**src/frontend_pkg.sv**
```systemverilog
`default_nettype none

package frontend_pkg;

	// Queue geometry
	localparam int IQ_SIZE = 10;                  // Slots in the instruction queue
	localparam int CNT_W = $clog2(IQ_SIZE + 1);   // Holds 0..IQ_SIZE

	// Branch tag space
	localparam int OBQ_SIZE = 8;
	localparam int BR_IDX_W = $clog2(OBQ_SIZE);   // 3 bits for 8 tags

	// Field widths
	localparam int PC_W = 64;
	localparam int IR_W = 32;
	localparam int OPC_W = 6;                     // Alpha primary opcode ir[31:26]
	localparam int REG_W = 5;

	// Alpha no-op, bis r31,r31,r31
	localparam logic [IR_W-1:0] NOOP_INST = 32'h47ff_041f;

	// r31 reads as zero, used when nothing is written
	localparam logic [REG_W-1:0] ZERO_REG = 5'd31;

	// Branch type predicted at fetch
	typedef enum logic [1:0] {
		br_none   = 2'd0,
		br_cond   = 2'd1,
		br_direct = 2'd2,
		br_ret    = 2'd3
	} br_kind_e;

	// Per-slot command from the queue control
	typedef enum logic [1:0] {
		slot_hold  = 2'd0,
		slot_load  = 2'd1,   // Take the fetch fields
		slot_shift = 2'd2,   // Take the upper neighbour
		slot_clear = 2'd3
	} slot_op_e;

	// What the decode stage registers this cycle
	typedef enum logic [1:0] {
		src_none   = 2'd0,
		src_bypass = 2'd1,   // Fetch straight to decode
		src_head   = 2'd2    // Oldest queued entry
	} head_src_e;

	// Coarse opcode classes
	typedef enum logic [2:0] {
		cls_alu    = 3'd0,
		cls_load   = 3'd1,
		cls_store  = 3'd2,
		cls_branch = 3'd3,
		cls_other  = 3'd4
	} op_class_e;

endpackage

`default_nettype wire

```
**src/iq_control.sv**
```systemverilog
`default_nettype none

module iq_control (
	input  logic                          clock,
	input  logic                          reset,
	input  logic                          fetch_valid,         // Fetch strobe
	input  logic                          dispatch_no_hazard,  // Dispatch can take one
	input  logic                          branch_incorrect,    // Flush request
	output frontend_pkg::slot_op_e        slot_op [frontend_pkg::IQ_SIZE],
	output frontend_pkg::head_src_e       head_src,
	output logic                          queue_full,
	output logic [frontend_pkg::CNT_W-1:0] queue_count
);

	logic [frontend_pkg::CNT_W-1:0] tail;       // Number of occupied slots
	logic [frontend_pkg::CNT_W-1:0] next_tail;
	logic [frontend_pkg::CNT_W-1:0] tail_m1;    // Index of the youngest entry

	assign tail_m1 = tail - 1'b1;
	assign queue_count = tail;

	// Advisory, raised one entry early while dispatch stalls
	assign queue_full = (tail >= frontend_pkg::CNT_W'(frontend_pkg::IQ_SIZE - 1)) &&
		!dispatch_no_hazard;

	always_comb begin
		next_tail = tail;
		head_src = frontend_pkg::src_none;
		for (int i = 0; i < frontend_pkg::IQ_SIZE; i++) begin
			slot_op[i] = frontend_pkg::slot_hold;
		end

		if (branch_incorrect) begin
			// Misprediction wipes every slot, nothing goes out
			for (int i = 0; i < frontend_pkg::IQ_SIZE; i++) begin
				slot_op[i] = frontend_pkg::slot_clear;
			end
			next_tail = '0;
		end else if (fetch_valid && dispatch_no_hazard) begin
			if (tail == '0) begin
				head_src = frontend_pkg::src_bypass;  // Empty, skip the slots
			end else begin
				head_src = frontend_pkg::src_head;
				// Shift below the youngest, new entry lands in its place
				for (int i = 0; i < frontend_pkg::IQ_SIZE; i++) begin
					if (frontend_pkg::CNT_W'(i) < tail_m1) begin
						slot_op[i] = frontend_pkg::slot_shift;
					end else if (frontend_pkg::CNT_W'(i) == tail_m1) begin
						slot_op[i] = frontend_pkg::slot_load;
					end
				end
			end
		end else if (dispatch_no_hazard) begin
			if (tail != '0) begin
				head_src = frontend_pkg::src_head;
				for (int i = 0; i < frontend_pkg::IQ_SIZE - 1; i++) begin
					slot_op[i] = frontend_pkg::slot_shift;
				end
				slot_op[frontend_pkg::IQ_SIZE-1] = frontend_pkg::slot_clear; // Top empties
				next_tail = tail_m1;
			end
		end else if (fetch_valid) begin
			// Full queue drops the fetch
			if (tail != frontend_pkg::CNT_W'(frontend_pkg::IQ_SIZE)) begin
				for (int i = 0; i < frontend_pkg::IQ_SIZE; i++) begin
					if (frontend_pkg::CNT_W'(i) == tail) begin
						slot_op[i] = frontend_pkg::slot_load;
					end
				end
				next_tail = tail + 1'b1;
			end
		end
	end

	always_ff @(posedge clock) begin
		if (reset) begin
			tail <= '0;
		end else begin
			tail <= next_tail;
		end
	end

endmodule

`default_nettype wire

```
**src/iq_slot.sv**
```systemverilog
`default_nettype none

module iq_slot (
	input  logic                             clock,
	input  logic                             reset,
	input  frontend_pkg::slot_op_e           op,
	// Fetch side
	input  logic [frontend_pkg::PC_W-1:0]     fetch_npc,
	input  logic [frontend_pkg::IR_W-1:0]     fetch_ir,
	input  frontend_pkg::br_kind_e           fetch_br_kind,
	input  logic                             fetch_pred_taken,
	input  logic [frontend_pkg::PC_W-1:0]     fetch_pred_pc,
	input  logic [frontend_pkg::BR_IDX_W-1:0] fetch_br_idx,
	// Upper neighbour
	input  logic                             nb_valid,
	input  logic [frontend_pkg::PC_W-1:0]     nb_npc,
	input  logic [frontend_pkg::IR_W-1:0]     nb_ir,
	input  frontend_pkg::br_kind_e           nb_br_kind,
	input  logic                             nb_pred_taken,
	input  logic [frontend_pkg::PC_W-1:0]     nb_pred_pc,
	input  logic [frontend_pkg::BR_IDX_W-1:0] nb_br_idx,
	// Stored entry
	output logic                             valid,
	output logic [frontend_pkg::PC_W-1:0]     npc,
	output logic [frontend_pkg::IR_W-1:0]     ir,
	output frontend_pkg::br_kind_e           br_kind,
	output logic                             pred_taken,
	output logic [frontend_pkg::PC_W-1:0]     pred_pc,
	output logic [frontend_pkg::BR_IDX_W-1:0] br_idx
);

	always_ff @(posedge clock) begin
		if (reset || op == frontend_pkg::slot_clear) begin
			valid      <= 1'b0;
			npc        <= '0;
			ir         <= frontend_pkg::NOOP_INST;   // Empty slot decodes as nop
			br_kind    <= frontend_pkg::br_none;
			pred_taken <= 1'b0;
			pred_pc    <= '0;
			br_idx     <= '0;
		end else if (op == frontend_pkg::slot_load) begin
			valid      <= 1'b1;                      // Fetch is always a live entry
			npc        <= fetch_npc;
			ir         <= fetch_ir;
			br_kind    <= fetch_br_kind;
			pred_taken <= fetch_pred_taken;
			pred_pc    <= fetch_pred_pc;
			br_idx     <= fetch_br_idx;
		end else if (op == frontend_pkg::slot_shift) begin
			// Move down one toward the head
			valid      <= nb_valid;
			npc        <= nb_npc;
			ir         <= nb_ir;
			br_kind    <= nb_br_kind;
			pred_taken <= nb_pred_taken;
			pred_pc    <= nb_pred_pc;
			br_idx     <= nb_br_idx;
		end
		// slot_hold keeps everything
	end

endmodule

`default_nettype wire

```
**src/decode_stage.sv**
```systemverilog
`default_nettype none

module decode_stage (
	input  logic                              clock,
	input  logic                              reset,
	input  frontend_pkg::head_src_e           head_src,
	// Bypass path from fetch
	input  logic [frontend_pkg::PC_W-1:0]      fetch_npc,
	input  logic [frontend_pkg::IR_W-1:0]      fetch_ir,
	input  frontend_pkg::br_kind_e            fetch_br_kind,
	input  logic                              fetch_pred_taken,
	input  logic [frontend_pkg::PC_W-1:0]      fetch_pred_pc,
	input  logic [frontend_pkg::BR_IDX_W-1:0]  fetch_br_idx,
	// Queue head, slot 0
	input  logic                              head_valid,
	input  logic [frontend_pkg::PC_W-1:0]      head_npc,
	input  logic [frontend_pkg::IR_W-1:0]      head_ir,
	input  frontend_pkg::br_kind_e            head_br_kind,
	input  logic                              head_pred_taken,
	input  logic [frontend_pkg::PC_W-1:0]      head_pred_pc,
	input  logic [frontend_pkg::BR_IDX_W-1:0]  head_br_idx,
	// Registered dispatch
	output logic                              out_valid,
	output logic [frontend_pkg::PC_W-1:0]      out_npc,
	output logic [frontend_pkg::IR_W-1:0]      out_ir,
	output frontend_pkg::br_kind_e            out_br_kind,
	output logic                              out_pred_taken,
	output logic [frontend_pkg::PC_W-1:0]      out_pred_pc,
	output logic [frontend_pkg::BR_IDX_W-1:0]  out_br_idx,
	output frontend_pkg::op_class_e           out_op_class,
	output logic [frontend_pkg::REG_W-1:0]     out_dest_reg
);

	logic                              sel_valid;
	logic [frontend_pkg::PC_W-1:0]      sel_npc;
	logic [frontend_pkg::IR_W-1:0]      sel_ir;
	frontend_pkg::br_kind_e            sel_br_kind;
	logic                              sel_pred_taken;
	logic [frontend_pkg::PC_W-1:0]      sel_pred_pc;
	logic [frontend_pkg::BR_IDX_W-1:0]  sel_br_idx;
	logic [frontend_pkg::OPC_W-1:0]     opc;
	frontend_pkg::op_class_e           op_class;
	logic [frontend_pkg::REG_W-1:0]     dest_reg;

	// Source mux, none gives an invalid nop
	always_comb begin
		sel_valid      = 1'b0;
		sel_npc        = '0;
		sel_ir         = frontend_pkg::NOOP_INST;
		sel_br_kind    = frontend_pkg::br_none;
		sel_pred_taken = 1'b0;
		sel_pred_pc    = '0;
		sel_br_idx     = '0;
		case (head_src)
			frontend_pkg::src_bypass: begin
				sel_valid      = 1'b1;
				sel_npc        = fetch_npc;
				sel_ir         = fetch_ir;
				sel_br_kind    = fetch_br_kind;
				sel_pred_taken = fetch_pred_taken;
				sel_pred_pc    = fetch_pred_pc;
				sel_br_idx     = fetch_br_idx;
			end
			frontend_pkg::src_head: begin
				sel_valid      = head_valid;
				sel_npc        = head_npc;
				sel_ir         = head_ir;
				sel_br_kind    = head_br_kind;
				sel_pred_taken = head_pred_taken;
				sel_pred_pc    = head_pred_pc;
				sel_br_idx     = head_br_idx;
			end
			default: ;
		endcase
	end

	assign opc = sel_ir[31:26];

	// Opcode class and written register
	always_comb begin
		op_class = frontend_pkg::cls_other;
		dest_reg = frontend_pkg::ZERO_REG;
		case (opc) inside
			6'h10, 6'h11, 6'h12, 6'h13: begin
				op_class = frontend_pkg::cls_alu;
				dest_reg = sel_ir[4:0];           // rc
			end
			6'h28, 6'h29: begin
				op_class = frontend_pkg::cls_load;
				dest_reg = sel_ir[25:21];         // ra
			end
			6'h2c, 6'h2d: op_class = frontend_pkg::cls_store;
			6'h1a, 6'h30: begin
				// Jumps and br write the link into ra
				op_class = frontend_pkg::cls_branch;
				dest_reg = sel_ir[25:21];
			end
			[6'h31:6'h3f]: op_class = frontend_pkg::cls_branch;  // Conditional and bsr group
			default: ;
		endcase
	end

	always_ff @(posedge clock) begin
		if (reset) begin
			out_valid      <= 1'b0;
			out_npc        <= '0;
			out_ir         <= frontend_pkg::NOOP_INST;
			out_br_kind    <= frontend_pkg::br_none;
			out_pred_taken <= 1'b0;
			out_pred_pc    <= '0;
			out_br_idx     <= '0;
			out_op_class   <= frontend_pkg::cls_other;
			out_dest_reg   <= frontend_pkg::ZERO_REG;
		end else begin
			out_valid      <= sel_valid;
			out_npc        <= sel_npc;
			out_ir         <= sel_ir;
			out_br_kind    <= sel_br_kind;
			out_pred_taken <= sel_pred_taken;
			out_pred_pc    <= sel_pred_pc;
			out_br_idx     <= sel_br_idx;
			out_op_class   <= op_class;
			out_dest_reg   <= dest_reg;
		end
	end

endmodule

`default_nettype wire

```
**src/inst_queue_top.sv**
```systemverilog
`default_nettype none

module inst_queue_top (
	input  logic                              clock,
	input  logic                              reset,
	input  logic                              fetch_valid,
	input  logic [frontend_pkg::PC_W-1:0]      fetch_npc,
	input  logic [frontend_pkg::IR_W-1:0]      fetch_ir,
	input  frontend_pkg::br_kind_e            fetch_br_kind,
	input  logic                              fetch_pred_taken,
	input  logic [frontend_pkg::PC_W-1:0]      fetch_pred_pc,
	input  logic [frontend_pkg::BR_IDX_W-1:0]  fetch_br_idx,
	input  logic                              dispatch_no_hazard,
	input  logic                              branch_incorrect,
	output logic                              queue_full,
	output logic [frontend_pkg::CNT_W-1:0]     queue_count,
	output logic                              out_valid,
	output logic [frontend_pkg::PC_W-1:0]      out_npc,
	output logic [frontend_pkg::IR_W-1:0]      out_ir,
	output frontend_pkg::br_kind_e            out_br_kind,
	output logic                              out_pred_taken,
	output logic [frontend_pkg::PC_W-1:0]      out_pred_pc,
	output logic [frontend_pkg::BR_IDX_W-1:0]  out_br_idx,
	output frontend_pkg::op_class_e           out_op_class,
	output logic [frontend_pkg::REG_W-1:0]     out_dest_reg
);

	frontend_pkg::slot_op_e            slot_op [frontend_pkg::IQ_SIZE];
	frontend_pkg::head_src_e           head_src;

	// Slot contents, index 0 is the oldest
	logic                              s_valid      [frontend_pkg::IQ_SIZE];
	logic [frontend_pkg::PC_W-1:0]      s_npc        [frontend_pkg::IQ_SIZE];
	logic [frontend_pkg::IR_W-1:0]      s_ir         [frontend_pkg::IQ_SIZE];
	frontend_pkg::br_kind_e            s_br_kind    [frontend_pkg::IQ_SIZE];
	logic                              s_pred_taken [frontend_pkg::IQ_SIZE];
	logic [frontend_pkg::PC_W-1:0]      s_pred_pc    [frontend_pkg::IQ_SIZE];
	logic [frontend_pkg::BR_IDX_W-1:0]  s_br_idx     [frontend_pkg::IQ_SIZE];

	iq_control u_control (
		.clock              (clock),
		.reset              (reset),
		.fetch_valid        (fetch_valid),
		.dispatch_no_hazard (dispatch_no_hazard),
		.branch_incorrect   (branch_incorrect),
		.slot_op            (slot_op),
		.head_src           (head_src),
		.queue_full         (queue_full),
		.queue_count        (queue_count)
	);

	for (genvar i = 0; i < frontend_pkg::IQ_SIZE; i++) begin : slot_gen
		// Top slot wraps to slot 0, never shifted
		localparam int NB = (i == frontend_pkg::IQ_SIZE - 1) ? 0 : i + 1;

		iq_slot u_slot (
			.clock            (clock),
			.reset            (reset),
			.op               (slot_op[i]),
			.fetch_npc        (fetch_npc),
			.fetch_ir         (fetch_ir),
			.fetch_br_kind    (fetch_br_kind),
			.fetch_pred_taken (fetch_pred_taken),
			.fetch_pred_pc    (fetch_pred_pc),
			.fetch_br_idx     (fetch_br_idx),
			.nb_valid         (s_valid[NB]),
			.nb_npc           (s_npc[NB]),
			.nb_ir            (s_ir[NB]),
			.nb_br_kind       (s_br_kind[NB]),
			.nb_pred_taken    (s_pred_taken[NB]),
			.nb_pred_pc       (s_pred_pc[NB]),
			.nb_br_idx        (s_br_idx[NB]),
			.valid            (s_valid[i]),
			.npc              (s_npc[i]),
			.ir               (s_ir[i]),
			.br_kind          (s_br_kind[i]),
			.pred_taken       (s_pred_taken[i]),
			.pred_pc          (s_pred_pc[i]),
			.br_idx           (s_br_idx[i])
		);
	end

	decode_stage u_decode (
		.clock            (clock),
		.reset            (reset),
		.head_src         (head_src),
		.fetch_npc        (fetch_npc),
		.fetch_ir         (fetch_ir),
		.fetch_br_kind    (fetch_br_kind),
		.fetch_pred_taken (fetch_pred_taken),
		.fetch_pred_pc    (fetch_pred_pc),
		.fetch_br_idx     (fetch_br_idx),
		.head_valid       (s_valid[0]),       // Oldest entry feeds decode
		.head_npc         (s_npc[0]),
		.head_ir          (s_ir[0]),
		.head_br_kind     (s_br_kind[0]),
		.head_pred_taken  (s_pred_taken[0]),
		.head_pred_pc     (s_pred_pc[0]),
		.head_br_idx      (s_br_idx[0]),
		.out_valid        (out_valid),
		.out_npc          (out_npc),
		.out_ir           (out_ir),
		.out_br_kind      (out_br_kind),
		.out_pred_taken   (out_pred_taken),
		.out_pred_pc      (out_pred_pc),
		.out_br_idx       (out_br_idx),
		.out_op_class     (out_op_class),
		.out_dest_reg     (out_dest_reg)
	);

endmodule

`default_nettype wire

```
**config.mk**
```make
export PLATFORM = sky130hd
export DESIGN_NAME = inst_queue_top
export DESIGN_NICKNAME = d
export VERILOG_FILES = /design/src/frontend_pkg.sv /design/src/iq_control.sv /design/src/iq_slot.sv /design/src/decode_stage.sv /design/src/inst_queue_top.sv
export SDC_FILE = /design/constraint.sdc
export NUM_CORES = 2
export LEC_CHECK = 0
export ABC_AREA = 1
export CAP_MARGIN = 20
export CELL_PAD_IN_SITES_DETAIL_PLACEMENT = 0
export CELL_PAD_IN_SITES_GLOBAL_PLACEMENT = 1
export CORE_MARGIN = 8
export CORE_UTILIZATION = 45
export CTS_CLUSTER_SIZE = 8
export DETAILED_ROUTE_END_ITERATION = 7
export DONT_BUFFER_PORTS = 1
export HOLD_SLACK_MARGIN = 0.02
export PLACE_DENSITY = 0.78
export SYNTH_ARGS = -nofsm -noshare
export SYNTH_HDL_FRONTEND = slang
export SYNTH_SLANG_ARGS = --single-unit
```
**constraint.sdc**
```tcl
create_clock -name clock -period 5.8 [get_ports clock]
set_input_delay 1.16 -clock clock [delete_from_list [all_inputs] [get_ports clock]]
set_output_delay 1.16 -clock clock [all_outputs]
set_load 0.005 [all_outputs]
```
==> out/qor.yml <==
ys_ff_latch: 1849
hold_path.class: "input pin to flip-flop"
dieWidth_um: 443
synthDominantAreaCellType: "dfxtp_1"
cts_max_level: 5
cp_common_cell: "inv_1"
dieArea_mm2: 0.196
path_class: "flip-flop to flip-flop"
routedWlPerCell_um: 23.7
area_growth_pct: 9.39
post-route-period-util_pct: 82.1
leakage_nw: 42.5
drt-total-wl_mm: 302
slowest_delay_ps: 800
top_regs: "slot_gen.u_slot.npc: 640 flops, slot_gen.u_slot.pred_pc: 640 flops, slot_gen.u_slot.ir: 320 flops"
period_needed_ps: 4760
comb_power_share_pct: 17.8
hpwl_mm: 164
ctsHoldBuffers: 0
swShare_pct: 30.5
crit_arrival_ps: 5540
grt_pass1_wl_mm: 460
post-synth-top-count-cell: "dfxtp_1"
regArea_mm2: 0.0370
layout.nets: 10600
numCtsBuffers: 281
multi_input_area_mm2: 0.0347
post_cts_buffers: 0
post_cts_resized: 0
cp_max_fo: 76
clk_pin_slew_ps: 50
netlist_instances: 11000
clkLatencyLatePin_ps: 920
antenna_left: 0
core_area_mm2: 0.181
switchingPower_mw: 10.8
p_seq_share_pct: 41.7
ios: 351
synthTopCellsByCount: "dfxtp_1 (1849), nand2_1 (1763), o211ai_1 (1661)"
fin_worst_skew_ps: 46.9
status: "completed"
synth_edf_count: 0
rows: 156
critPathSlowestCell: "buf_4"
fmax_mhz: 210
vias: 76300
ir_worst_vdd_mv: 0.307
crit_path_end_kind: "flip-flop"
drtIter0Drc: 7068
drive_above_1_share_pct: 5.01
setup_viol: 0
clock-sinks: 1849
crit_path_start_kind: "flip-flop"
synth.top_cells.by_area: "dfxtp_1 (45%), o211ai_1 (15%), nand2_1 (8.1%)"
drtPass1Iterations: 6
yosysSeqAreaShare_pct: 45.1
hold_ws_ps: 347
fillers: 17500
yosysWarnings: 0
die_h_um: 443
portBuffers: 0
synth_cell_type_count: 36
drv_cap: 0
slew_violations: 0
power_density_mw_per_mm2: 393
antenna_found_initial: 6
internal_power_mw: 24.5
hold_viol_final: 0
grt_max_degree: 160
async_reset_ff_share_pct: 0
grt_pass1_vias: 73800
grt_usage_pct: 29.3
cts_tree: "done"
gp_congestion: 0.848
root_buffer: "clkbuf_16"
clockBufferDepth: 4
initial_core_util_pct: 45.3
setup_tns_ps: 0
yosysTopAreaCellShare_pct: 45.1
maxSlewHeadroom_pct: 19.3
grt_overflow: 0
ys.flop_type: "dfxtp_1"
drt-vias-per-instance: 5.98
synth_nets: 11200
syn_area_mm2: 0.0821
required_ps: 6580
tightest_slew_ps: 1210
rsz0062_at_grt: "no"
syn_avg_cell_area_um2: 7.48
drc_errors: 0
p_clk_share_pct: 40.5
cp_cell_sequence: "inv_1 > ha_1 > inv_1 > nor2_1 > nor2_2 > nand2_2 > inv_2 > nand2_1 > o21ai_0 > ha_4 > buf_4 > buf_4 > nand3_1 > o211ai_1 > inv_1"
## metal layers
layer / wire length (µm) / global-route usage (%) / up-vias
li1: - / - / 35600
met1: 128000 / 37.9 / 36600
met2: 137000 / 47.8 / 3276
met3: 23300 / 5.12 / 752
met4: 13400 / 13.0 / 0
met5: 0 / 0 / -
## cell type report
class	count	share of cell area, %
diodes	9	0.0251
clock buffers	292	8.07
clock inverters	7	0.0641
inverters	1631	6.93
multi-input cells	6460	38.7
flip-flops and latches	1849	41.2
well taps	2370	3.30
repair buffers	143	1.71
## per-stage QoR
stage / setup slack, ps / power (mW) / instance area [µm²] / utilization (%) / instances
after detailed placement: 1150 / 21.1 / 82500 / 45.5 / 12500
after CTS: 1150 / 35.4 / 89800 / 49.6 / 12800
after global routing: 833 / 36.8 / 89800 / 49.6 / 12800
final: 1040 / 35.3 / 89800 / 49.6 / 12800
after global placement: 1300 / 21.0 / 82500 / 45.5 / 12500
after floorplan: 2740 / 19.1 / 82100 / - / 11000
## cell usage in the layout (no fill, tap or decap), types with 10 or more instances in the layout
cell / n
a21oi_1: 1026
a221o_1: 11
buf_12: 37
buf_4: 106
clkbuf_16: 289
dfxtp_1: 1849
ha_4: 22
inv_1: 1604
inv_4: 10
inv_8: 10
nand2_1: 1763
nand3_1: 633
nor2_1: 211
nor2_4: 11
nor3_1: 14
o211ai_1: 1661
o21ai_0: 1060
## critical path, delay by kind of cell (launching register included)
family                     cells  cell delay (ps)
DFF                            1              560
buffers and inverters          6             1960
AOI/OAI and AO/OA              2              650
and+or+nand+nor                5              710
adders and majority gates      2              550
## power groups by stage
| stage | registers [mW] | clock network (mW) | logic, mW |
|---|---|---|---|
| 2_1_floorplan | 14.7 | 0 | 4.42 |
| 3_3_place_gp | 14.9 | 0 | 6.07 |
| 3_5_place_dp | 14.9 | 0 | 6.17 |
| 4_1_cts | 14.7 | 14.5 | 6.20 |
| 5_1_grt | 14.8 | 15.1 | 6.90 |
| 6_report | 14.7 | 14.3 | 6.29 |
## cells by family after synthesis
| group | count (synthesis) | synth area share (%) |
|---|---|---|
| buffers and inverters | 2668 | 13.0 |
| DFF | 1849 | 45.1 |
| AOI/OAI and AO/OA | 3781 | 28.2 |
| adders and majority gates | 28 | 0.427 |
| xor gates and xnor gates | 2 | 0.0213 |
| and+or+nand+nor | 2649 | 13.3 |
## path summary, 6_finish.rpt
path | slack, ps | cells past startpoint | from | to
setup / recovery | 1040 | 15 | u_control.queue_count[0]$_SDFFE_PP0P_ | slot_gen[0].u_slot.pred_pc[13]$_SDFFE_PP0P_
hold / removal | 350 | 1 | reset | u_decode.out_ir[27]$_SDFF_PP0_
setup reg to reg | 1040 | 15 | u_control.queue_count[0]$_SDFFE_PP0P_ | slot_gen[0].u_slot.pred_pc[13]$_SDFFE_PP0P_
hold reg to reg | 450 | 2 | slot_gen[5].u_slot.valid$_SDFFE_PP0P_ | slot_gen[4].u_slot.valid$_SDFFE_PP0P_
Note: power is estimated with default switching activity, not from simulation.
